$ cat src/common/ks10Pkg.sv
// Shared constants for the KS-10 backplane memory controller.
// Bus words are numbered 0 to 35 from the MSB, as on the backplane.
// Modules import this package inside their bodies and use scoped
// names in their port lists.

package ks10Pkg;

   //////////////////////////////
   // Bus word
   //////////////////////////////

   localparam int busWidth   = 36;        // Address and data word

   // Request flags in the address word
   localparam int flagRead   = 3;         // Read cycle
   localparam int flagWrTest = 4;         // Write-test cycle
   localparam int flagWrite  = 5;         // Write cycle
   localparam int flagPhys   = 8;         // Physical reference
   localparam int flagIo     = 10;        // I/O cycle

   // Device number field, bits 14 to 17
   localparam int devLo      = 14;
   localparam int devHi      = 17;

   localparam int ioAddrLo   = 18;        // 18-bit I/O address up to bit 35
   localparam int memAddrLo  = 16;        // 20-bit memory address up to bit 35

   //////////////////////////////
   // Controller identity
   //////////////////////////////

   localparam int memDev     = 0;         // Memory controller device number
   localparam int addrMsr    = 'o100000;  // Status register I/O address

   //////////////////////////////
   // Memory status register
   //////////////////////////////

   localparam int msrNxm     = 0;         // Sticky nonexistent memory

   // Stored control field, 8 bits
   localparam int msrCtlLo   = 28;
   localparam int msrCtlHi   = 35;

endpackage

$ cat src/mem/memSeq.sv
// Four-phase access sequencer.
// Phase 1 is the start pulse itself, phases 2 to 4 follow on
// successive clocks. Write strobe in phase 2, read data captured
// in phase 3, acknowledge with the data word in phase 4.

`timescale 1ns/1ns

module memSeq (
      input  logic                          cpuClk,       // CPU clock
      input  logic                          rst,          // Sync reset
      input  logic                          memGo,        // Start access
      input  logic                          isWrite,      // Write cycle
      input  logic                          isMsr,        // Status register cycle
      input  logic [0:ks10Pkg::busWidth-1]  dataLatch,    // Latched write data
      input  logic [0:ks10Pkg::busWidth-1]  regStat,      // Status register
      input  logic [0:ks10Pkg::busWidth-1]  ramData,      // RAM read port
      output logic                          ramWe,        // RAM write enable
      output logic [0:ks10Pkg::busWidth-1]  ramWrData,    // RAM write data
      output logic                          busAck,       // Acknowledge pulse
      output logic [0:ks10Pkg::busWidth-1]  busDataOut    // Data to requester
   );

   import ks10Pkg::*;

   logic [2:4]          phsReg;                           // Registered phases
   logic [1:4]          clkPhs;                           // Full phase ring
   logic [0:busWidth-1] readReg;                          // Captured RAM word

   //////////////////////////////
   // Phase ring
   //////////////////////////////

   assign clkPhs = {memGo, phsReg};                       // Phase 1 is the go pulse

   always_ff @(posedge cpuClk)
   begin
      if (rst)
         phsReg <= '0;
      else
         phsReg <= clkPhs[1:3];                           // Shift one phase per clock
   end

   //////////////////////////////
   // RAM side
   //////////////////////////////

   // Status register cycles never touch the array
   assign ramWe     = clkPhs[2] & isWrite & !isMsr;
   assign ramWrData = dataLatch;

   // Array read port lags the address by one clock
   always_ff @(posedge cpuClk)
   begin
      if (clkPhs[3])
         readReg <= ramData;
   end

   //////////////////////////////
   // Bus side
   //////////////////////////////

   assign busAck = clkPhs[4];

   always_comb
   begin
      if (isMsr && !isWrite)
         busDataOut = regStat;                            // MSR read
      else if (isWrite)
         busDataOut = dataLatch;                          // Writes echo their data
      else
         busDataOut = readReg;                            // Read and write-test
   end

   // Catches a start pulse landing inside a running access
   phsOneHot: assert property (@(posedge cpuClk) disable iff (rst) $onehot0(clkPhs));

endmodule

$ cat config.mk
export PLATFORM = sky130hd
export DESIGN_NAME = memSeq
export DESIGN_NICKNAME = d
export VERILOG_FILES = /design/src/common/ks10Pkg.sv /design/src/mem/memSeq.sv
export SDC_FILE = /design/constraint.sdc
export NUM_CORES = 1
export LEC_CHECK = 0
export ABC_AREA = 1
export BUFFER_PORTS_ARGS = -buffer_cell sky130_fd_sc_hd__buf_4
export CAP_MARGIN = 20
export CORE_ASPECT_RATIO = 0.6
export CORE_MARGIN = 2
export CORE_UTILIZATION = 42
export CTS_CLUSTER_SIZE = 20
export DETAILED_ROUTE_END_ITERATION = 10
export GPL_ROUTABILITY_DRIVEN = 1
export PLACE_DENSITY = 0.85
export SLEW_MARGIN = 20
export SYNTH_ARGS = -nofsm -noshare
export SYNTH_HDL_FRONTEND = slang
export SYNTH_SLANG_ARGS = --single-unit
$ cat constraint.sdc
create_clock -name cpuClk -period 4.7 [get_ports cpuClk]
set_clock_uncertainty 0.2 [all_clocks]
set_input_delay 0.47 -clock cpuClk [delete_from_list [all_inputs] [get_ports cpuClk]]
set_output_delay 0.47 -clock cpuClk [all_outputs]
set_load 0.005 [all_outputs]
Word level (Yosys, flattened, before mapping):

Index checks and enable logic that the tools add are counted.

* bits in registers: 39
* input port bits: 113
* output and inout port bits: 74
* word-level logic and storage cells: 9

* muxes and demuxes: 2
* bitwise logic cells: 2
* reduce and logical (&&, ||, !) cells: 3

Operators by type and width (count)
* $mux 36: 2
* $and 1x1->1: 2
* $logic_not 1->1: 2
* $logic_and 1x1->1: 1

Depth between registers and ports, before layout:

* depth in word-level cells: 3
* mapped depth: 5
* mapped depth without buffers: 3

Worst setup path before layout:

OpenSTA, ideal clock, no wires.

* path type: reg2reg
* from: register phsReg[3] (netlist bit)
* to: register readReg[0] (netlist bit) (enable)
* setup time: 0.396 ns
* arrival: 1.071 ns
* data required time: 4.104 ns
* slack: 3.033 ns
* cell stages (with the launch flop): 1
* path buffers: 0
* clock period less this slack: 1.667 ns
* cells stage by stage: dfxtp_1

RTL lines
* from (decl): RTL line memSeq.sv:25 `logic [2:4] phsReg;`
* from (signal assigned): RTL line memSeq.sv:40 `phsReg <= clkPhs[1:3];`
* to (signal assigned): RTL line memSeq.sv:55 `readReg <= ramData;`
* to (decl): RTL line memSeq.sv:27 `logic [0:busWidth-1] readReg;`

No word-level cell between the ends.

Worst setup path after layout:

* from: input port isWrite
* to: output port busDataOut[23] (netlist bit)

* longest elaborated chain between the ends: 3
* elaborated cells on any way between the ends: 4
* those cells by class: mux (2); reduce/logical (2)

RTL lines
* from (decl): RTL line memSeq.sv:12 `input logic isWrite,`
* $logic_not 1->1: RTL line memSeq.sv:66 `if (isMsr && !isWrite)`
* $logic_and 1x1->1: RTL line memSeq.sv:66
* $mux 36 *: RTL line memSeq.sv:66
* to (decl): RTL line memSeq.sv:20 `output logic [0:ks10Pkg::busWidth-1] busDataOut`

Every way passes the cells marked *; elsewhere a longest branch is shown, timed or not.

==> metrics.md <==
| Metric | Value |
|---|---|
| Syn Inst Count | `242` |
| I/O Pins | `187` |
| Vias per Instance | `4.76` |
| FF-to-FF path depth | `0` |
| DRT Pass-1 Iters | `5` |
| Maxcap violations | `0` |
| HP Class | `input port to flip-flop` |
| FF-to-FF Start | `phsReg[3]` |
| Die width | `97.6 µm` |
| Worst VDD drop | `around 0.23 mV` |
| Post-synth top area share | `48.9%` |
| Post CTS Setup Buffer Count | `0` |
| Pins Over Slew Limit | `0` |
| DR DRC count | `0` |
| # hold bufs at CTS | `0` |
| Top cell by count, worst path | `buf_4` |
| Netlist cell types | `12` |
| Critical Path Fanout Max | `38` |
| Die height | `60.2 µm` |
| ANT nets after route | `0` |
| Layout cell share with drive strength beyond 1 | `50.8%` |
| Primary FF master, synth | `edfxtp_1` |
| FF-to-FF End | `readReg[16]` |
| Syn Nets | `around 360` |
| Worst endpoint required time | `4.03 ns` |
| Synthesis-to-layout area growth | `53.8%` |
| Hold path endpoint | `phsReg[3]` |
| Status | `finished clean` |
| Period minus WS final | `2.44 ns` |
| Ys async rst share | `0%` |
| RSZ-0062 raised after global routing | `no` |
| Worst setup EP type | `primary output` |
| H-tree depth | `2` |
| Number of global-route vias before repair | `around 2,000` |
| Number of DRC markers in iteration 0 | `81` |
| Post-DR wirelength/cell | `roughly 14 µm` |
| Gpl congestion | `0.875` |
| Final-report setup violation count | `0` |
| Clk slew on worst S/H paths | `0.07 ns` |
| Yosys warns | `0` |
| Largest net degree at the start of global routing | `39` |
| CTS tree | `yes` |
| Syn_area_per_cell | `9.13 µm²` |
| PD cells | `between 200 and 250 mW/mm²` |
| Seq cells post-synth | `39` |
| Total power | `0.826 mW` |
| CTS sink count | `39` |
| Setup slack, reg-to-reg | `3.25 ns` |
| Synth top cells by count | `nand2_1 (72), nand3_1 (72), buf_4 (40)` |
| Post_cts resized | `0` |
| Total number of vias | `2,150` |
| Design Area, Final | `0.00340 mm²` |
| Hold Crit Depth | `2` |
| Synthesized area | `0.00221 mm²` |
| CTS Buf Count | `5` |
| Max stage delay on crit path | `between 0.6 and 0.7 ns` |
| Clock Tree Buf Depth | `2` |
| Worst Path Class, Setup | `input port to primary output` |
| Global route overflow | `0` |
| Crit path DAT | `1.77 ns` |
| Worst path top cell family by delay | `simple AND/OR/NAND/NOR gates` |
| Nets@finish | `498` |
| Bufs and invs on worst path | `2` |
| Slowest CP cell | `nor2_4` |
| Post-synthesis sequential area ratio | `51.6%` |
| Die ar. | `between 0.005 and 0.006 mm²` |
| Worst hold start | `rst` |
| Port bufs | `186` |
| Overall global routing resource usage | `20.5%` |
| Row cnt | `20` |
| Worst-margin pin slew | `about 0.83 ns` |
| Post-detail-place hpwl | `approximately 4.5 mm` |
| Worst slew margin | `44.8%` |
| FMAX | `between 400 and 500 MHz` |
| Final antenna diode count | `0` |
| Clock root cell | `clkbuf_8` |
| First-pass GRT wire length | `9.38 mm` |
| Area contributors post-synth | `edfxtp_1 (49%), nand3_1 (16%), buf_4 (14%)` |
| Setup TNS | `0 ns` |
| Initial core utilization | `between 40% and 50%` |
| Fraction of the cycle the final worst path needs | `51.8%` |
| Initial antenna violation count | `0` |
| Leak pwr | `1.63 nW` |
| Placed Area | `around 0.0033 mm²` |
| Critical-path cell list | `buf_4 -> nor2_4 -> nand2_1 -> nand3_1 -> buf_4` |
| Nature of the critical path startpoint | `input port` |
| DRT Wirelength | `6.10 mm` |
| Core area | `about 0.0051 mm²` |
| Hold Vio Cnt, Final | `0` |
| EDFF count, synth | `36` |
| Yosys top cell by area | `edfxtp_1` |
| Clock Latency Late Sink | `0.28 ns` |
-- state kept, by name, summed over array words and instances (netlist names) --
signal	cells
phsReg	3
readReg	36
-- kinds of logic (layout without fill, tap and decap cells) --
family / after synthesis / in the layout / synth area share, %
and+or+nand+nor: 149 / 149 / 30.3
buffers and inverters: 54 / 198 / 18.1
DFF: 39 / 39 / 51.6
-- final cells by class --
cell class / count / area [µm²]
clock buffer: 7 / 86.3
clock inverter: 1 / 3.75
fill: 404 / 1660
inverter: 4 / 17.5
multi-input combinational: 149 / 669
sequential: 39 / 1140
tap: 66 / 82.6
timing repair buffer: 186 / 1400
-- metrics by stage --
stage,setup WS [ns],instances,util (%),hold WS [ns]
after floorplan,3.03,242,-,0.247
after global placement,2.28,444,65.4,0.256
after detailed placement,2.23,444,65.4,0.278
after CTS,2.22,452,67.2,0.136
after global routing,2.12,452,67.2,0.126
final,2.26,452,67.2,0.148
-- metal layers --
| layer | global-route usage (%) | part of all wire, % | up-vias | wire (µm) |
|---|---|---|---|---|
| li1 | - | - | 1072 | - |
| met1 | 24.7 | 41 | 974 | 2510 |
| met2 | 35.9 | 50 | 98 | 3060 |
| met3 | 7.13 | 7.5 | 6 | 458 |
| met4 | 5.75 | 1.2 | 0 | 72 |
| met5 | 0 | 0 | - | 0 |
-- worst max path at each step --
stage	startpoint	end	depth (start not counted)
floorplan	phsReg[3]	readReg[0]	0
global placement	isWrite	busDataOut[9]	5
detailed placement	isWrite	busDataOut[23]	5
CTS	isWrite	busDataOut[23]	5
global route	isWrite	busDataOut[1]	5
finish	isWrite	busDataOut[23]	5
-- power breakdown --
group,switching (mW),internal [mW]
combinational,0.0767,0.126
sequential,0.00667,0.391
clock,0.109,0.117
-- layout by cell type (no fill, tap or decap) --
cell and n:
dfxtp_2 1, inv_1 3, nor2_1 3, clkinv_1 1, clkbuf_1 1, edfxtp_1 36, nor2_4 1, nand3_1 72
nand2_1 72, nor3_4 1, inv_4 1, clkbuf_8 6, buf_4 186, dfxtp_1 2
(Power assumes the default switching activity.)
