[config.mk]
export PLATFORM = sky130hd
export DESIGN_NAME = memStat
export DESIGN_NICKNAME = d
export VERILOG_FILES = /design/src/common/ks10Pkg.sv /design/src/mem/memStat.sv
export SDC_FILE = /design/constraint.sdc
export NUM_CORES = 1
export LEC_CHECK = 0
export BUFFER_PORTS_ARGS = -buffer_cell sky130_fd_sc_hd__buf_4
export CAP_MARGIN = 20
export CORE_MARGIN = 2
export CORE_UTILIZATION = 26
export DETAILED_ROUTE_END_ITERATION = 6
export PLACE_DENSITY = 0.84
export SYNTH_ARGS = -nofsm -noshare
export SYNTH_HDL_FRONTEND = slang
export SYNTH_SLANG_ARGS = --single-unit
[constraint.sdc]
create_clock -name cpuClk -period 0.8 [get_ports cpuClk]
set_clock_uncertainty 0.05 [all_clocks]
set_input_delay 0.04 -clock cpuClk [delete_from_list [all_inputs] [get_ports cpuClk]]
set_output_delay 0.04 -clock cpuClk [all_outputs]
set_load 0.1 [all_outputs]
[src/common/ks10Pkg.sv]
// Shared constants for the KS-10 backplane memory controller.
// Bus words are numbered 0 to 35 from the MSB, as on the backplane.
// Modules import this package inside their bodies and use scoped
// names in their port lists.

package ks10Pkg;

   //////////////////////////////
   // Bus word
   //////////////////////////////

   localparam int busWidth   = 36;        // Address and data word

   // Request flags in the address word
   localparam int flagRead   = 3;         // Read cycle
   localparam int flagWrTest = 4;         // Write-test cycle
   localparam int flagWrite  = 5;         // Write cycle
   localparam int flagPhys   = 8;         // Physical reference
   localparam int flagIo     = 10;        // I/O cycle

   // Device number field, bits 14 to 17
   localparam int devLo      = 14;
   localparam int devHi      = 17;

   localparam int ioAddrLo   = 18;        // 18-bit I/O address up to bit 35
   localparam int memAddrLo  = 16;        // 20-bit memory address up to bit 35

   //////////////////////////////
   // Controller identity
   //////////////////////////////

   localparam int memDev     = 0;         // Memory controller device number
   localparam int addrMsr    = 'o100000;  // Status register I/O address

   //////////////////////////////
   // Memory status register
   //////////////////////////////

   localparam int msrNxm     = 0;         // Sticky nonexistent memory

   // Stored control field, 8 bits
   localparam int msrCtlLo   = 28;
   localparam int msrCtlHi   = 35;

endpackage

[src/mem/memStat.sv]
// Memory status register (MSR).
// Keeps the 8-bit control field and the sticky nonexistent-memory flag.
// All other bits read back as zero.

`timescale 1ns/1ns

module memStat (
      input  logic                          cpuClk,     // CPU clock
      input  logic                          rst,        // Sync reset
      input  logic                          msrWr,      // Register write pulse
      input  logic                          nxmSet,     // Nonexistent memory seen
      input  logic [0:ks10Pkg::busWidth-1]  dataIn,     // Write data
      output logic [0:ks10Pkg::busWidth-1]  regStat     // Register contents
   );

   import ks10Pkg::*;

   logic [msrCtlLo:msrCtlHi] ctlField;                  // Stored control bits
   logic                     nxmFlag;                   // Sticky NXM

   //////////////////////////////
   // Register update
   //////////////////////////////

   always_ff @(posedge cpuClk)
   begin
      if (rst)
      begin
         ctlField <= '0;
         nxmFlag  <= 1'b0;
      end
      else
      begin
         if (msrWr)
            ctlField <= dataIn[msrCtlLo:msrCtlHi];

         // Set beats a write-one-to-clear in the same cycle
         if (nxmSet)
            nxmFlag <= 1'b1;
         else if (msrWr && dataIn[msrNxm])
            nxmFlag <= 1'b0;
      end
   end

   // Read view
   always_comb
   begin
      regStat                    = '0;
      regStat[msrNxm]            = nxmFlag;
      regStat[msrCtlLo:msrCtlHi] = ctlField;
   end

endmodule

=== Word level (Yosys, flattened, before mapping) ===
Index checks and enable logic that the tools add are counted.

* Bits of input ports: 40
* Output and inout bits: 36
* Flip-flop bits (word level): 9

* Multiplexer cells: 2
* Reductions and logical operators: 2

{| class="wikitable"
|+ Operator list
! operator !! count
|-
| two-way mux 1 bit || 2
|-
| nonzero test 2 bit || 1
|-
| logical AND 1 bit || 1
|}

=== Logic depth before layout (Yosys ltp) ===
Gate-level depths: netlist of run 1.

* Word-level depth: 3
* Mapped depth: 3
* Mapped depth without buffers: 2

=== Least setup slack after synthesis of run 1 ===
OpenSTA, ideal clock, no wires.

* Path kind: register to register
* Start: register ctlField[28] (netlist name)
* End: register ctlField[28] in the netlist's numbering
* Arrival: 1173 ps
* Required time: 683 ps
* Path buffers: 0
* Setup time: 67 ps
* Slack: -490 ps
* Cell stages (with the launch flop): 3
* Period minus slack after synthesis: 1290 ps
* Cells stage by stage: dfxtp_1 -> mux2i_1 -> nor2_1

{| class="wikitable"
|+ RTL lines
! what !! RTL line !! RTL
|-
| end signal, assigned || memStat.sv:35 || <nowiki>ctlField <= dataIn[msrCtlLo:msrCtlHi];</nowiki>
|-
| end, declared || memStat.sv:18 || <nowiki>logic [msrCtlLo:msrCtlHi] ctlField;</nowiki>
|}

=== Worst setup path after layout of run 1 ===
* Start: register ctlField[35] in the netlist's numbering
* End: output regStat[35] in the netlist's numbering

{| class="wikitable"
|+ RTL lines
! what !! RTL line !! RTL
|-
| end, declared || memStat.sv:13 || <nowiki>output logic [0:ks10Pkg::busWidth-1] regStat</nowiki>
|}

No word-level cell between the ends.

==> flow_summary.ini, run 1 <==
[global_route]
grt_max_degree = 10
grt_pass1_wl_um = 1510
grt_remaining_overflow = 0
first_global_vias = 344
grt_usage_pct = 8.81
antenna_found_initial = 0

[setup_path]
path_buf_inv = 1
cp_cell_sequence = buf_12
critPathCaptureType = primary output
cpLargestDelayFamily = flip-flops
cp-start-kind = flip-flop
crit_type = flip-flop to primary output
r2r-start = nxmFlag
crit_required_ps = 710
crit_fanout = 2
endpoint = regStat[35]
slowest_delay_ps = 360
worst_path_max_delay_cell = dfxtp_4
reg2regPathDepth = 2
r2r_end = nxmFlag
startpoint = ctlField[35]
cp.arrival_ps = 780
r2r_setup_slack_ps = 90
path_depth = 1

[clock_tree]
clock_sinks = 9
cts_tree = yes
postCtsSetupBuffers = 0
cts-buffers-inserted = 3
htree_levels = 1
cts_max_path_buffers = 2
clockRootBuffer = clkbuf_4
clock_latency_ps = 250
clk_pin_slew_worst_paths_ps = 60

[detailed_routing]
drt-initial-drc-count = 2
routed_via_density = 3.37
drt_wl_total_um = 1010
drc_errors = 0
first_pass_iters = 3
wl_per_cell_um = 9.39
dr_total_vias = 364
ant_nets = 0

[placement]
portBuffers = 21
routabilityCongestion = 0.590
dp_hpwl_um = 789

[timing]
rsz0062_at_grt = yes
finalSetupTns_ps = -598
drv_slew = 0
setup_violations = 9
layout_setup_ws_ps = -70.8
finalCritPeriodShare_pct = 109
whs_ps = -57.6
finalCriticalPeriod_ps = 871
hold_viol = 9
fmax_ghz = 1.15

[floorplan]
die_h_um = 49.7
core_sq_mm = 0.00196
fp-row-count = 16
dieWidth_um = 49.7
initial_utilization_pct = 27.7
die-area_sq_mm = 0.00247
num_io_pins = 76

[power]
combPwrFrac_pct = 53.8
p_clk_share_pct = 18.9
sw_frac_of_total_pct = 54.2
leakagePower_nw = 0.393
switchingPower_uw = 983
p_int_uw = 830
max-vdd-ir-drop_v = 0.000731
p_per_area_mw_per_mm2 = 2310
seqPwrFrac_pct = 27.4

[finish]
layout-drive-gt1-share_pct = 42.0
area_growth_syn_to_layout_pct = 44.7
final.fill_count = 198
most-common-layout-cells = conb_1 (27), buf_4 (12), nor2_1 (9), buf_12 (9)
n_antenna_cell = 0
utilization_pct = 40.1
final_common_cell = conb_1
nets = 122

[logic_synthesis]
ys_ff_latch = 9
synthTopCellsByArea = buf_4 (39%), dfxtp_1 (33%), mux2i_1 (15%)
synth_top_area_cell = buf_4
ys.warnings.count = 0
synth-seq-area-share_pct = 33.2
synth.distinct_cells = 9
syn_area_sq_um = 543
syn-instance-count = 59
synth_top_area_share_pct = 38.7
avgSynthCellArea_sq_um = 9.20

[outcome]
failed_checks = hold timing, setup timing
status = complete, but fails checks

[min_path]
min_path_cells = 2
hold_path_class = input port to flip-flop

[job]
maxCapViolCount = 0
## worst min path at each step
| stage | startpoint | end |
|---|---|---|
| final | dataIn[0] | nxmFlag |
| after global placement | dataIn[0] | nxmFlag |
| after detailed placement | dataIn[0] | nxmFlag |
| after global routing | dataIn[0] | nxmFlag |
| after floorplan | dataIn[0] | nxmFlag |
| after CTS | dataIn[0] | nxmFlag |
## cell families after synthesis
logic type      count (synthesis)  share of synthesized area [%]
mux                             8                           14.7
buf+inv                        31                           42.4
other cells                     1                          0.691
compound gates                  1                           2.76
flops                           9                           33.2
simple gates                    9                           6.22
## Yosys cell counts
cell,count
dfxtp_1,9
inv_1,1
mux2i_1,8
buf_4,28
a311oi_2,1
nor2_1,9
buf_2,1
buf_6,1
conb_1,1
## through the flow
stage / worst slack (ps) / power [mW] / cells / cell area (sq um)
2_1_floorplan: -16.8 / 1.41 / 85 / 671
3_3_place_gp: 105 / 1.38 / 103 / 636
3_5_place_dp: 99.9 / 1.39 / 103 / 636
4_1_cts: -90.4 / 1.84 / 107 / 776
5_1_grt: -103 / 1.88 / 108 / 786
6_report: -70.8 / 1.81 / 108 / 786
## state kept, by name, summed over array words and instances, names as in the netlist
register,flops
nxmFlag,1
ctlField,8
## metal layers
layer / vias up / wire length, um / track usage, %
li1: 172 / - / -
met1: 169 / 303 / 7.05
met2: 23 / 624 / 17.1
met3: 0 / 87 / 3.64
met4: 0 / 0 / 5.56
met5: - / 0 / 0
## cell type report
class                   instances  area (sq um)  share of cell area, %
inverters                       1          3.75                  0.478
clock buffers                   4          26.3                   3.34
flip-flops and latches          9           211                   26.9
repair buffers                 22           280                   35.7
multi-input cells              45           230                   29.3
well taps                      27          33.8                   4.30
## power groups by stage
stage | logic [mW] | registers (mW) | clock network (mW)
final | 0.974 | 0.496 | 0.342
after floorplan | 0.744 | 0.663 | 0
after global placement | 0.894 | 0.488 | 0
after CTS | 0.968 | 0.497 | 0.373
after detailed placement | 0.899 | 0.490 | 0
after global routing | 0.998 | 0.499 | 0.388
## timing repair
action	in CTS	in global routing
endpoints found under the hold margin	9	9
setup endpoints to repair	9	9
resized for setup	28	0
Power figures use the tool's default switching activity.
==> inputs of run 2 (changes only) <==
- CORE_UTILIZATION: 26 -> 29
- PLACE_DENSITY: 0.84 -> 0.88
- clock period: 0.8 -> 1 ns (I/O delays scaled with it)
==> run 2 against run 1 <==
The run ends with hold timing left; count of clock-buffer cells in the layout did not move; clock power fell by 19%; global-route usage rose by 0.43 points; setup slack improved by 100 ps; highest routed layer unchanged.
==> flow_summary.ini, run 2 (synthesis gave the netlist of run 1 again) <==
[clock_tree]
clk_pin_slew_worst_paths_ps = 60
clock_sinks = 9
cts_max_path_buffers = 2
cts_tree = yes
cts-buffers-inserted = 3
htree_levels = 1
clockRootBuffer = clkbuf_4
clock_latency_ps = 250

[finish]
largest_register_ffs = 8
final.fill_count = 181
utilization_pct = 41.4
design_area_sq_um = 723
layout-drive-gt1-share_pct = 37.5
n_antenna_cell = 0
regMostFlops = ctlField
reg_top3 = ctlField (8), nxmFlag (1)
final_common_cell = conb_1
most-common-layout-cells = conb_1 (27), buf_4 (20), nor2_1 (9)
area_growth_syn_to_layout_pct = 33.2
nets = 129

[placement]
dp_slack_ps = 295
portBuffers = 21
dp_hpwl_um = 778
post_dp_cell_area_sq_um = 613
routabilityCongestion = 0.516

[setup_path]
worst_path_max_delay_cell = dfxtp_2
crit_required_ps = 900
cp-start-kind = flip-flop
crit_type = flip-flop to primary output
path_buf_inv = 1
cp.arrival_ps = 870
crit_fanout = 2
critPathCaptureType = primary output
cp_cell_sequence = buf_4
cpLargestDelayFamily = flip-flops
slowest_delay_ps = 330

[power]
max-vdd-ir-drop_v = 0.000518
leakagePower_nw = 0.390
p_per_area_mw_per_mm2 = 1970

[global_route]
grt_pass1_wl_um = 1350
grt_max_degree = 10
first_global_vias = 342
antenna_found_initial = 0
grt_usage_pct = 9.25
grt_remaining_overflow = 0

[floorplan]
die-area_sq_mm = 0.00223
initial_utilization_pct = 31.1
die_h_um = 47.3
num_io_pins = 76
core_sq_mm = 0.00175
dieWidth_um = 47.3
fp-row-count = 15

[timing]
rsz0062_at_grt = no
hold_viol = 1
drv_slew = 0
finalCriticalPeriod_ps = 967
finalSetupTns_ps = 0
layout_setup_ws_ps = 32.8
fmax_ghz = 1.03
finalCritPeriodShare_pct = 96.7
setup_violations = 0
whs_ps = -6.96

[detailed_routing]
drt_wl_total_um = 1060
first_pass_iters = 4
drt-initial-drc-count = 2
dr_total_vias = 396
ant_nets = 0
drc_errors = 0
routed_via_density = 3.50
wl_per_cell_um = 9.41

[min_path]
hold_path_class = input port to flip-flop

[outcome]
status = complete, but fails checks
failed_checks = hold timing

[job]
maxCapViolCount = 0
-- run 2: cell types whose count changed in the layout (fill, tap and decap cells not counted), sizes merged --
| cell | previous run | this run |
|---|---|---|
| dlygate4sd3 | 1 | 8 |
-- run 2: metal layers --
layer | share of wire [%] | GRT usage [%] | up-vias
met1 | 31 | 8.47 | 182
met4 | 0 | 5.00 | 0
met3 | 9.4 | 3.46 | 0
met2 | 60 | 17.3 | 24
met5 | 0 | 0 | -
li1 | - | - | 190
-- run 2: metrics by stage --
step	total power, mW	instances	hold slack, ps
2_1_floorplan	1.14	85	127
3_3_place_gp	1.12	101	218
3_5_place_dp	1.12	101	233
4_1_cts	1.43	113	3.45
5_1_grt	1.46	113	9.37
6_report	1.42	113	-6.96
-- run 2: tightest hold or removal path, stage by stage --
cell and delay (ps):
buf_4 80, mux2i_1 60, nor2_1 80
-- run 2: area by class of cell --
type | count | area [sq um] | share of cell area [%]
timing repair buffer | 29 | 241 | 33.4
multi-input combinational | 45 | 230 | 31.8
sequential | 9 | 190 | 26.3
tap | 25 | 31.3 | 4.33
clock buffer | 4 | 26.3 | 3.63
inverter | 1 | 3.75 | 0.519
-- run 2: where the power goes --
| part | switching (mW) | internal (mW) |
|---|---|---|
| logic | 0.648 | 0.101 |
| registers | 0.0115 | 0.384 |
| clock network | 0.125 | 0.154 |
| total | 0.784 | 0.639 |
-- run 2: final timing paths --
path | start | end | slack (ps) | depth (start not counted)
max | ctlField[33] | regStat[33] | 30 | 1
min reg2reg | ctlField[29] | ctlField[29] | 430 | 2
min | dataIn[33] | ctlField[33] | -7 | 3
max reg2reg | nxmFlag | nxmFlag | 290 | 2
-- run 2: repair_timing --
action	in CTS	in global routing
setup endpoints to repair	0	1
buffers inserted	0	0
gates resized for setup	0	1
hold buffers	8	0
endpoints found under the hold margin	9	0
==> inputs of run 3 (changes only) <==
- clock period: 1 -> 1.1 ns (I/O delays scaled with it)
==> run 3 against run 2 <==
Via count shrank 1.5%; largest power group unchanged; register-to-register slack better by 120 ps; setup slack improved by 90 ps; total power shrank 9.8%; utilization is 1.4 points lower; non-clock buffer count is 2 lower; die area unchanged; the run still ends with hold timing left; global-route usage decreased by 0.31 points; cell count is 1.8% lower; flip-flop and latch count unchanged; critical path depth unchanged.
==> flow_summary.ini, run 3 (synthesis gave the netlist of run 1 again) <==
[outcome]
status = complete, but fails checks
failed_checks = hold timing

[setup_path]
r2r_setup_slack_ps = 410
worst_path_max_delay_cell = dfxtp_1
crit_type = flip-flop to primary output
critPathCaptureType = primary output
cpLargestDelayFamily = flip-flops
cp-start-kind = flip-flop
crit_fanout = 2
path_buf_inv = 1
slowest_delay_ps = 330
cp.arrival_ps = 870
cp_cell_sequence = buf_4
crit_required_ps = 1000

[floorplan]
initial_utilization_pct = 31.1
core_sq_mm = 0.00175
dieWidth_um = 47.3
num_io_pins = 76
die-area_sq_mm = 0.00223
die_h_um = 47.3
fp-row-count = 15

[power]
max-vdd-ir-drop_v = 0.000472
p_per_area_mw_per_mm2 = 1840
leakagePower_nw = 0.381

[timing]
rsz0062_at_grt = no
whs_ps = -1.25
finalCritPeriodShare_pct = 88.9
fmax_ghz = 1.02
layout_setup_ws_ps = 122
drv_slew = 0
setup_violations = 0
finalCriticalPeriod_ps = 978
finalSetupTns_ps = 0
hold_viol = 1

[global_route]
use_met1_pct = 8.47
antenna_found_initial = 0
grt_usage_pct = 8.94
grt_pass1_wl_um = 1300
use_met3_pct = 3.46
first_global_vias = 327
gr-usage-met2_pct = 16.2
grt_max_degree = 10
gr-max-usage-layer = met2
grt_remaining_overflow = 0

[placement]
portBuffers = 21
routabilityCongestion = 0.516
post_dp_cell_area_sq_um = 613
dp_slack_ps = 390
dp_hpwl_um = 778

[finish]
most-common-layout-cells = conb_1 (27), buf_4 (21), nor2_1 (9)
regMostFlops = ctlField
largest_register_ffs = 8
area_growth_syn_to_layout_pct = 28.8
design_area_sq_um = 699
final_common_cell = conb_1
n_antenna_cell = 0
utilization_pct = 40.1
reg_top3 = ctlField (8), nxmFlag (1)
nets = 127
layout-drive-gt1-share_pct = 38.4

[detailed_routing]
wl_per_cell_um = 9.08
first_pass_iters = 2
drt-initial-drc-count = 1
dr_total_vias = 390
drt_wl_total_um = 1010
ant_nets = 0
drc_errors = 0
routed_via_density = 3.51

[clock_tree]
clk_pin_slew_worst_paths_ps = 60
cts_tree = yes
cts-buffers-inserted = 3
htree_levels = 1
clock_latency_ps = 250
clock_sinks = 9
clockRootBuffer = clkbuf_4
postCtsSetupBuffers = 0
cts_max_path_buffers = 2

[job]
maxCapViolCount = 0

[min_path]
hold_path_class = input port to flip-flop
run 3: cell count changes in the layout (fill, tap and decap cells not counted), sizes merged:
cell	previous run	this run
dlygate4sd3	8	6
run 3: layout make-up:
class                   instances  area (sq um)
inverters                       1          3.75
fillers                       187          1050
clock buffers                   4          26.3
repair buffers                 27           218
well taps                      25          31.3
flip-flops and latches          9           190
multi-input cells              45           230
run 3: power breakdown:
part	leakage (nW)	internal (mW)	switching, mW	total (mW)
logic	0.289	0.0856	0.587	0.673
registers	0.0772	0.349	0.00989	0.359
clock network	0.0150	0.140	0.113	0.252
total	0.381	0.575	0.710	1.28
run 3: worst register-to-register path: stages, from the launching register on:
cell and delay [ps]:
dfxtp_1 330, nor2_1 60, a311oi_2 170
run 3: worst paths after layout:
kind,startpoint,to,cells past startpoint
setup / recovery,nxmFlag,regStat[0],1
hold / removal,dataIn[33],ctlField[33],3
setup reg to reg,nxmFlag,nxmFlag,2
hold reg to reg,ctlField[29],ctlField[29],2
run 3: metal layers:
metal,wire length (um),vias to the layer above
li1,-,185
met1,320,181
met2,591,24
met3,96,0
met4,0,0
met5,0,-
run 3: metrics by stage:
stage               total power, mW  cells
floorplan                      1.03     85
global placement               1.02    101
detailed placement             1.02    101
CTS                            1.29    111
global route                   1.32    111
finish                         1.28    111
run 3: repair_timing:
item | CTS | global route
hold buffers | 6 | 0
gates resized for setup | 0 | 0
endpoints found under the hold margin | 8 | 0
