### src/common/ks10Pkg.sv
// Shared constants for the KS-10 backplane memory controller.
// Bus words are numbered 0 to 35 from the MSB, as on the backplane.
// Modules import this package inside their bodies and use scoped
// names in their port lists.

package ks10Pkg;

   //////////////////////////////
   // Bus word
   //////////////////////////////

   localparam int busWidth   = 36;        // Address and data word

   // Request flags in the address word
   localparam int flagRead   = 3;         // Read cycle
   localparam int flagWrTest = 4;         // Write-test cycle
   localparam int flagWrite  = 5;         // Write cycle
   localparam int flagPhys   = 8;         // Physical reference
   localparam int flagIo     = 10;        // I/O cycle

   // Device number field, bits 14 to 17
   localparam int devLo      = 14;
   localparam int devHi      = 17;

   localparam int ioAddrLo   = 18;        // 18-bit I/O address up to bit 35
   localparam int memAddrLo  = 16;        // 20-bit memory address up to bit 35

   //////////////////////////////
   // Controller identity
   //////////////////////////////

   localparam int memDev     = 0;         // Memory controller device number
   localparam int addrMsr    = 'o100000;  // Status register I/O address

   //////////////////////////////
   // Memory status register
   //////////////////////////////

   localparam int msrNxm     = 0;         // Sticky nonexistent memory

   // Stored control field, 8 bits
   localparam int msrCtlLo   = 28;
   localparam int msrCtlHi   = 35;

endpackage

### src/mem/busDecode.sv
// Request side of the memory controller.
// Samples the one-cycle bus strobe, splits the address word and
// classifies the cycle as memory, status register or ignored.
// Start pulse and decoded values appear the cycle after the strobe.

`timescale 1ns/1ns

module busDecode #(
      parameter int ramAddrWidth = 10                            // RAM address bits
   ) (
      input  logic                          cpuClk,              // CPU clock
      input  logic                          rst,                 // Sync reset
      input  logic                          busReq,              // Request strobe
      input  logic [0:ks10Pkg::busWidth-1]  busAddrIn,           // Flags and address
      input  logic [0:ks10Pkg::busWidth-1]  busDataIn,           // Write data
      output logic                          memGo,               // Start access
      output logic                          isWrite,             // Write cycle
      output logic                          isMsr,               // Status register cycle
      output logic                          msrWr,               // Status register write
      output logic                          nxmSet,              // Nonexistent memory hit
      output logic [ramAddrWidth-1:0]       ramAddr,             // Latched RAM address
      output logic [0:ks10Pkg::busWidth-1]  dataLatch            // Latched data word
   );

   import ks10Pkg::*;

   localparam int memAddrWidth = busWidth - memAddrLo;

   // Address word fields
   wire                    reqRead    = busAddrIn[flagRead];
   wire                    reqWrTest  = busAddrIn[flagWrTest];
   wire                    reqWrite   = busAddrIn[flagWrite];
   wire                    reqPhys    = busAddrIn[flagPhys];
   wire                    reqIo      = busAddrIn[flagIo];
   wire [0:3]              reqDev     = busAddrIn[devLo:devHi];
   wire [0:17]             reqIoAddr  = busAddrIn[ioAddrLo:busWidth-1];
   wire [0:memAddrWidth-1] reqMemAddr = busAddrIn[memAddrLo:busWidth-1];

   logic [2:0] busyCnt;                                          // Cycles left in access
   wire        busy    = (busyCnt != 3'd0);
   wire        accept  = busReq & !busy;                         // Strobes while busy dropped

   // Our own status register, physical I/O only
   wire msrCyc  = reqIo & reqPhys & (reqDev == 4'(memDev)) &
                  (reqIoAddr == 18'(addrMsr)) & (reqRead | reqWrite);
   wire memCyc  = !reqIo & (reqRead | reqWrTest | reqWrite);
   wire inRange = ((reqMemAddr >> ramAddrWidth) == '0);          // Below 2**ramAddrWidth

   //////////////////////////////
   // Control pulses
   //////////////////////////////

   always_ff @(posedge cpuClk)
   begin
      if (rst)
      begin
         busyCnt <= 3'd0;
         memGo   <= 1'b0;
         msrWr   <= 1'b0;
         nxmSet  <= 1'b0;
      end
      else
      begin
         memGo  <= accept & (msrCyc | (memCyc & inRange));
         msrWr  <= accept & msrCyc & reqWrite;
         nxmSet <= accept & memCyc & !inRange;         // No ack for these
         if (accept)
            busyCnt <= 3'd4;                           // Covers phases 1 to 4
         else if (busy)
            busyCnt <= busyCnt - 3'd1;
      end
   end

   // Payload held until the next accepted strobe
   always_ff @(posedge cpuClk)
   begin
      if (accept)
      begin
         isWrite   <= reqWrite;
         isMsr     <= msrCyc;
         ramAddr   <= reqMemAddr[memAddrWidth-ramAddrWidth:memAddrWidth-1];
         dataLatch <= busDataIn;
      end
   end

   // Requester must wait out the access before the next strobe
   reqWhileBusy: assert property (@(posedge cpuClk) disable iff (rst) busReq |-> !busy);

endmodule

### config.mk
export PLATFORM = sky130hd
export DESIGN_NAME = busDecode
export DESIGN_NICKNAME = d
export VERILOG_FILES = /design/src/common/ks10Pkg.sv /design/src/mem/busDecode.sv
export SDC_FILE = /design/constraint.sdc
export NUM_CORES = 1
export LEC_CHECK = 0
export BUFFER_PORTS_ARGS = -buffer_cell sky130_fd_sc_hd__buf_2
export CAP_MARGIN = 15
export CORE_MARGIN = 1
export CORE_UTILIZATION = 36
export CTS_CLUSTER_DIAMETER = 150
export DETAILED_ROUTE_END_ITERATION = 8
export GPL_TIMING_DRIVEN = 0
export PLACE_DENSITY = 0.75
export RECOVER_POWER = 25
export SETUP_SLACK_MARGIN = 0.15
export SLEW_MARGIN = 40
export SYNTH_ARGS = -nofsm -noshare
export SYNTH_HDL_FRONTEND = slang
export SYNTH_SLANG_ARGS = --single-unit
### constraint.sdc
create_clock -name cpuClk -period 2.2 [get_ports cpuClk]
set_input_delay 0.11 -clock cpuClk [delete_from_list [all_inputs] [get_ports cpuClk]]
set_output_delay 0.11 -clock cpuClk [all_outputs]
set_load 0.005 [all_outputs]
# --- Yosys cells after proc, flatten, opt, wreduce, memory -nomap -nowiden ---
# Cells that the tools add are included.
# Widths: inputs -> output; s select.
classes:
  add_sub_neg: 1
  multipliers: 0
  div: 0
  n_lt_le_gt_ge: 0
  eq_ne: 1
  shift: 0
  muxes: 2
  n_bitwise: 16
  n_reduce_logical: 8
ops:
  columns: ["op", "count"]
  rows:
  - ["$logic_not 20->1", 1]
  - ["$eq 18x16->1 const B", 1]
  - ["$and 1x1->1", 12]
  - ["$mux 3", 2]
  - ["$logic_not 4->1", 1]
  - ["$or 1x1->1", 4]
  - ["$logic_not 1->1", 3]
  - ["$reduce_bool 3->1", 1]
  - ["$sub 3x1->3 const B", 1]
  - ["$reduce_bool 2->1", 1]
  - ["$reduce_or 2->1", 1]
word_totals:
  ff_bits: 54
  latchBits: 0
  ram_bits: 0
  rom_bits: 0
  inputBits: 75
  out_inout_bits: 51
  wordCells: 37
  mem_count: 0

# --- Longest topological paths before layout ---
# Gate-level depths: netlist of run 1.
depth:
  ltp_word: 6
  mapped_depth: 6
  depth_no_buf: 6

# --- Least setup slack after synthesis of run 1 ---
# OpenSTA, ideal clock, no wires.
synth_path:
  path_type: "register -> register"
  start: "register busyCnt[0]"
  end: "register dataLatch[0] (netlist bit), enable pin"
  setup_ns: 0.410
  t_arrival_ns: 2.036
  t_required_ns: 1.790
  slack_ns: -0.246
  path_stages_with_launch: 5
  n_path_buf: 0
  period_less_slack_ns: 2.446
  path_cell_list: "dfxtp_1 inv_1 ha_1 nor2b_1 and2_1"
synth_via:
  elab_chain_cells: 3
synth_rtl:
  columns: ["item", "line_no", "source"]
  rows:
  - ["start: declaration", "busDecode.sv:39", "logic [2:0] busyCnt;"]
  - ["start signal: assignment", "busDecode.sv:70", "busyCnt <= busyCnt - 3'd1;"]
  - ["$reduce_bool 3->1", "busDecode.sv:40", "wire busy = (busyCnt != 3'd0);"]
  - ["$logic_not 1->1", "busDecode.sv:41", "wire accept = busReq & !busy;"]
  - ["$and 1x1->1", "busDecode.sv:41", null]
  - ["named net accept", "busDecode.sv:41", null]
  - ["end signal: assignment", "busDecode.sv:82", "dataLatch <= busDataIn;"]
  - ["end: declaration", "busDecode.sv:22", "output logic [0:ks10Pkg::busWidth-1] dataLatch"]
# The timed path passes the listed nets, and every way through them passes these cells.
# A chain may end at the register's enable or synchronous reset.

# --- Final worst setup path of run 1 ---
layout_path:
  start: "register busyCnt[0]"
  end: "register dataLatch[27] (netlist bit), enable pin"
# The elaborated chain is that of the path after synthesis.

==> results of run 1 <==
cell type report:
cell class | count | area, sq um
Timing Repair Buffer | 161 | 1020
Fill cell | 376 | 1740
Sequential cell | 54 | 1560
Clock buffer | 5 | 68.8
Multi-Input combinational cell | 30 | 233
Inverter | 4 | 15.0
Tap cell | 67 | 83.8
Clock inverter | 2 | 33.8
power by group:
part	internal (uW)	switching [uW]
Sequential	1440	66.1
Clock	329	288
Combinational	302	345
Total	2070	700
final timing paths:
kind | start | end | slack, ns | cells past startpoint
worst max-delay path | busyCnt[0]$_SDFFE_PP0P_ | dataLatch[27]$_DFFE_PP_ | 0.35 | 4
worst min-delay path | rst | busyCnt[2]$_SDFFE_PP0P_ | 0.008 | 2
worst max register to register | busyCnt[0]$_SDFFE_PP0P_ | dataLatch[27]$_DFFE_PP_ | 0.35 | 4
worst min register to register | busyCnt[2]$_SDFFE_PP0P_ | busyCnt[2]$_SDFFE_PP0P_ | 0.48 | 1
worst reg2reg max path: stages, from the launching register on:
cell     delay, ns
dfxtp_1       0.32
inv_1         0.09
ha_1          0.19
nor2b_1       0.48
and2_4        0.45
repair_timing:
item / CTS / global route
hold buffers: 41 / 4
hold endpoints to repair: 41 / 4
endpoints found under the setup margin: 0 / 48
gates resized for setup: 0 / 1
registers in the layout, indices dropped and copies added (netlist names):
name and cells:
nxmSet 1, busyCnt 3, isWrite 1, msrWr 1, ramAddr 10, isMsr 1, memGo 1, dataLatch 36
cells by family after synthesis:
kind of cell / synth area share (%)
fa+ha+maj: 1.39
flops: 86.8
compound gates: 2.37
buf+inv: 0.835
simple gates: 8.56
metrics by stage:
stage / instance area, sq um / TNS, ns / util, % / setup slack (ns)
final: 3020 / 0 / 63.4 / 0.349
after global placement: 2460 / -1.66 / 51.8 / -0.0363
after global routing: 3020 / 0 / 63.4 / 0.220
after CTS: 2980 / 0 / 62.6 / 0.221
after floorplan: 1800 / 0 / - / 0.261
after detailed placement: 2460 / 0 / 51.8 / 0.244
layer usage:
layer | vias up | wire length, um | GRT usage [%]
met4 | 0 | 58 | 5.23
met1 | 652 | 1670 | 15.9
met3 | 6 | 424 | 6.08
met2 | 82 | 2300 | 30.8
met5 | - | 0 | 0
li1 | 680 | - | -
placed cells by master, fill, tap and decap left out, drive strengths merged, types with 2 or more instances in the layout:
cell and n:
buf 107, edfxtp 48, dlygate4sd3 45, clkbuf 14
dfxtp 6, nor2 5, inv 4, nor4 4
nor4b 2, nor2b 2, and2 2, a211oi 2
ha 2, or4 2
==> results.toml, run 1 <==
[placement]
post-dp-hpwl_mm = 2.68
gp_congestion = 0.692
dpl.cell_count = 270
port_buffers = 116

[critical_path]
slowest_stage = "nor2b_1"
crit_type = "flip-flop to flip-flop"
crit_family = "simple AND/OR/NAND/NOR gates"
slowest_delay_ns = 0.48
start_kind = "flip-flop"
crit_buf_inv = 1
path_cells = "inv_1 > ha_1 > nor2b_1 > and2_4"
required_ns = 2.17
crit_arrival_ns = 1.82
cp-end-kind = "flip-flop"
crit_fanout = 24

[cells_and_area]
syn2layout_area_growth_pct = 67.7
diodes = 0
fin_cells = 323
finalNetCount = 333
drive_gt1_share_pct = 46.1

[die]
core_sq_um = 4750
die_h_um = 72.7
die_area_sq_um = 5280
initial_core_util_pct = 37.8
boundaryPins = 126
row_count = 25
die_x_um = 72.7

[yosys]
synth_top_flop_cell = "edfxtp_1"
synth.most_common_cell = "edfxtp_1"
synth.distinct_cells = 22
synth.largest_area_cell = "edfxtp_1"
yosys_warnings = 0
synth_top_cell_area_share_pct = 80.2
async_reset_ff_share_pct = 0
synth_commonest_cells = "edfxtp_1 (48), dfxtp_1 (6), nor2_1 (5), inv_1 (4), nor4_1 (3)"
synth_seq_cells = 54
syn_area_sq_um = 1800
syn_inst = 87
syn_avg_cell_area_sq_um = 20.7
yosysSeqAreaShare_pct = 86.8
syn_nets = 164
ys_top_cells_by_area = "edfxtp_1 (80%), dfxtp_1 (6.7%), ha_1 (1.4%), nor4_4 (1.2%), nor2_1 (1.0%)"
synth_edf_count = 48

[sta]
max_slew_margin_pct = 63.3
hold_viol = 0
rsz0062_at_grt = "false"
timing.final.max_slew_violations = 0
max_slew.worst_pin.slew_ns = 0.549
finalSetupViolations = 0
whs_ns = 0.00788
period_share_pct = 84.1
fin_crit_ns = 1.85
fmax_mhz = 540
skew_ns = 0.00548

[global_routing]
grt_pass1_vias = 1367
antenna_found_initial = 0
grt_max_degree = 49
grt_overflow = 0
grt_usage_pct = 16.2
grt_first_pass_wirelength_mm = 6.17

[clock_tree]
clockBufferDepth = 2
numClockSinks = 54
h-tree-depth = 2
clkSlewWorstSetupHoldPaths_ns = 0.09
cts_buffers = 5
post-cts-setup-buffer-count = 0
clock_latency_ns = 0.29
clock-root-buffer = "clkbuf_8"
tritoncts = "built"

[detailed_routing]
drtAntennaViolNets = 0
vias = 1420
drt_iter0_drc = 65
remaining_drc_errors = 0
drt-pass1-iter-count = 6
routed_wl_mm = 4.45
wl_per_cell_um = 13.8
avgViaCountPerCell = 4.40

[outcome]
outcome = "finished clean"

[power]
power.density_nw_per_um2 = 918
leakagePower_uw = 0.00127
total_power_uw = 2770
irDropWorstVdd_uv = 547

[job]
drv_cap = 0

[hold_path]
worstHoldPathType = "input pin to flip-flop"
No activity file was read; power rests on OpenSTA's default activity.
==> run 2, diff against run 1 <==
- clock period: 2.2 -> 1.6 ns (I/O delays scaled with it)
==> run 2 against run 1 <==
- total power increased by 46%
- combinational power increased by 64%
- clock-buffer cell count unchanged
- die area is the same
- core utilization up 2.7 points
- routed wire length grew 7.0%
- sequential share of layout area shrank 2.1 points
- clock skew is essentially flat
- fmax grew 30%
- non-clock buffer count rose by 7
- worst hold slack better by 0.098 ns
- first-iteration DRC count is 25% lower
- critical path type unchanged
- critical endpoint is now dataLatch[10]$_DFFE_PP_
- largest cell class unchanged
- largest power group unchanged
==> results.toml, run 2 (same netlist as run 1, synthesis figures left out) <==
[clock_tree]
cts_buffers = 5
clockBufferDepth = 2
tritoncts = "built"
clock_latency_ns = 0.29
h-tree-depth = 2
clkSlewWorstSetupHoldPaths_ns = 0.09
clock-root-buffer = "clkbuf_8"
numClockSinks = 54

[sta]
timing.final.max_slew_violations = 0
fin_crit_ns = 1.42
fin_setup_tns_ns = 0
finalSetupViolations = 0
period_share_pct = 88.7
rsz0062_at_grt = "true"
skew_ns = 0.00559
fin_ws_ns = 0.181
fmax_mhz = 705
hold_viol = 0
max_slew_margin_pct = 71.3
max_slew.worst_pin.slew_ns = 0.427

[global_routing]
grt_first_pass_wirelength_mm = 6.80
grt_max_degree = 25
grt_pass1_vias = 1452
grt_usage_pct = 17.5
antenna_found_initial = 0
grt_overflow = 0

[critical_path]
crit_arrival_ns = 1.43
start_kind = "flip-flop"
crit_type = "flip-flop to flip-flop"
timing.rr.start = "busyCnt[0]$_SDFFE_PP0P_"
required_ns = 1.61
crit_fanout = 8
rr_worst_depth = 5
regToRegEndpoint = "dataLatch[10]$_DFFE_PP_"
reg2reg_slack_ns = 0.18
cp-end-kind = "flip-flop"

[power]
power.density_nw_per_um2 = 1280
irDropWorstVdd_uv = 701
leakagePower_uw = 0.00133

[outcome]
outcome = "finished clean"

[die]
die_area_sq_um = 5280
die_x_um = 72.7
initial_core_util_pct = 37.8
die_h_um = 72.7
boundaryPins = 126
core_sq_um = 4750
row_count = 25

[job]
drv_cap = 0

[cells_and_area]
final_cell_mix = "buf_2 (108), dlygate4sd3_1 (49), edfxtp_1 (48)"
fillers = 361
drive_gt1_share_pct = 49.8
reg_top3 = "dataLatch x36, ramAddr x10, busyCnt x3"
regMostFlops = "dataLatch"
diodes = 0
largest_register_ffs = 36
syn2layout_area_growth_pct = 74.8
finalNetCount = 343
final_common_cell = "buf_2"

[detailed_routing]
drtAntennaViolNets = 0
drt_iter0_drc = 49
wl_per_cell_um = 14.3
avgViaCountPerCell = 4.46
vias = 1490
remaining_drc_errors = 0
drt-pass1-iter-count = 4
routed_wl_mm = 4.76

[placement]
port_buffers = 116
pre_cts_slack_ns = -0.0929
gp_congestion = 0.709
post-dp-hpwl_mm = 2.69

[hold_path]
hp-start = "busAddrIn[16]"
hold_depth = 2
worstHoldPathType = "input pin to flip-flop"
hold_end = "isMsr$_DFFE_PP_"
==> run 2: cell count changes in the layout (fill, tap and decap cells not counted), moves of 2 or more <==
| cell | delta |
|---|---|
| and2_4 | +3 |
| buf_4 | +3 |
| dlygate4sd3_1 | +4 |
| inv_1 | -2 |
| inv_2 | +2 |
==> run 2: worst max path at each step <==
stage                                  startpoint                 endpoint  cells past startpoint
after CTS                 busyCnt[0]$_SDFFE_PP0P_   dataLatch[1]$_DFFE_PP_                      4
after floorplan                     busAddrIn[24]         msrWr$_SDFF_PP0_                      4
final                     busyCnt[0]$_SDFFE_PP0P_  dataLatch[10]$_DFFE_PP_                      5
after global placement              busAddrIn[24]         msrWr$_SDFF_PP0_                      5
after detailed placement            busAddrIn[24]         msrWr$_SDFF_PP0_                      5
after global routing      busyCnt[0]$_SDFFE_PP0P_     ramAddr[6]$_DFFE_PP_                      4
==> run 2: where the power goes <==
group	internal, uW	total, uW	switching, uW	leakage (uW)
clock	469	892	423	0.0000585
sequential	1970	2080	107	0.000499
combinational	544	1060	519	0.000771
total	2990	4040	1050	0.00133
==> run 2: what timing repair did <==
action                                  CTS  global route
pin swaps                                 2             1
endpoints found under the setup margin   48            38
hold buffers                             49             0
buffers inserted                          0             3
gates resized for setup                   1             4
hold endpoints to repair                 51             0
cloned                                    2             2
==> run 2: cell type report <==
class,count,area [sq um],area share [%]
timing repair buffer,168,1080,34.5
multi-input combinational,33,285,9.08
clock buffer,5,68.8,2.19
sequential,54,1560,49.7
tap,67,83.8,2.67
clock inverter,3,43.8,1.39
inverter,4,15.0,0.478
==> run 2: stage by stage <==
| stage | power [uW] | utilization, % | cells | area, sq um | hold slack [ns] |
|---|---|---|---|---|---|
| 6_report | 4040 | 66.1 | 334 | 3140 | 0.106 |
| 5_1_grt | 4260 | 66.1 | 334 | 3140 | 0.0923 |
| 4_1_cts | 3930 | 65.3 | 329 | 3110 | 0.0925 |
| 3_5_place_dp | 2920 | 52.3 | 270 | 2490 | 0.258 |
| 3_3_place_gp | 2890 | 52.3 | 270 | 2490 | 0.257 |
| 2_1_floorplan | 2460 | - | 87 | 1820 | 0.145 |
==> run 2: per-layer routing <==
| metal | up-vias | global-route usage (%) | share of wire (%) |
|---|---|---|---|
| li1 | 705 | - | - |
| met1 | 698 | 18.7 | 38 |
| met2 | 85 | 33.6 | 53 |
| met3 | 2 | 5.39 | 8.5 |
| met4 | 0 | 3.92 | 0.23 |
| met5 | - | 0 | 0 |
==> run 2: worst max-delay path: stages (launching register included) <==
cell     delay (ns)
dfxtp_1        0.33
inv_2          0.08
ha_4           0.13
nor2b_4        0.26
buf_4          0.16
and2_4         0.17
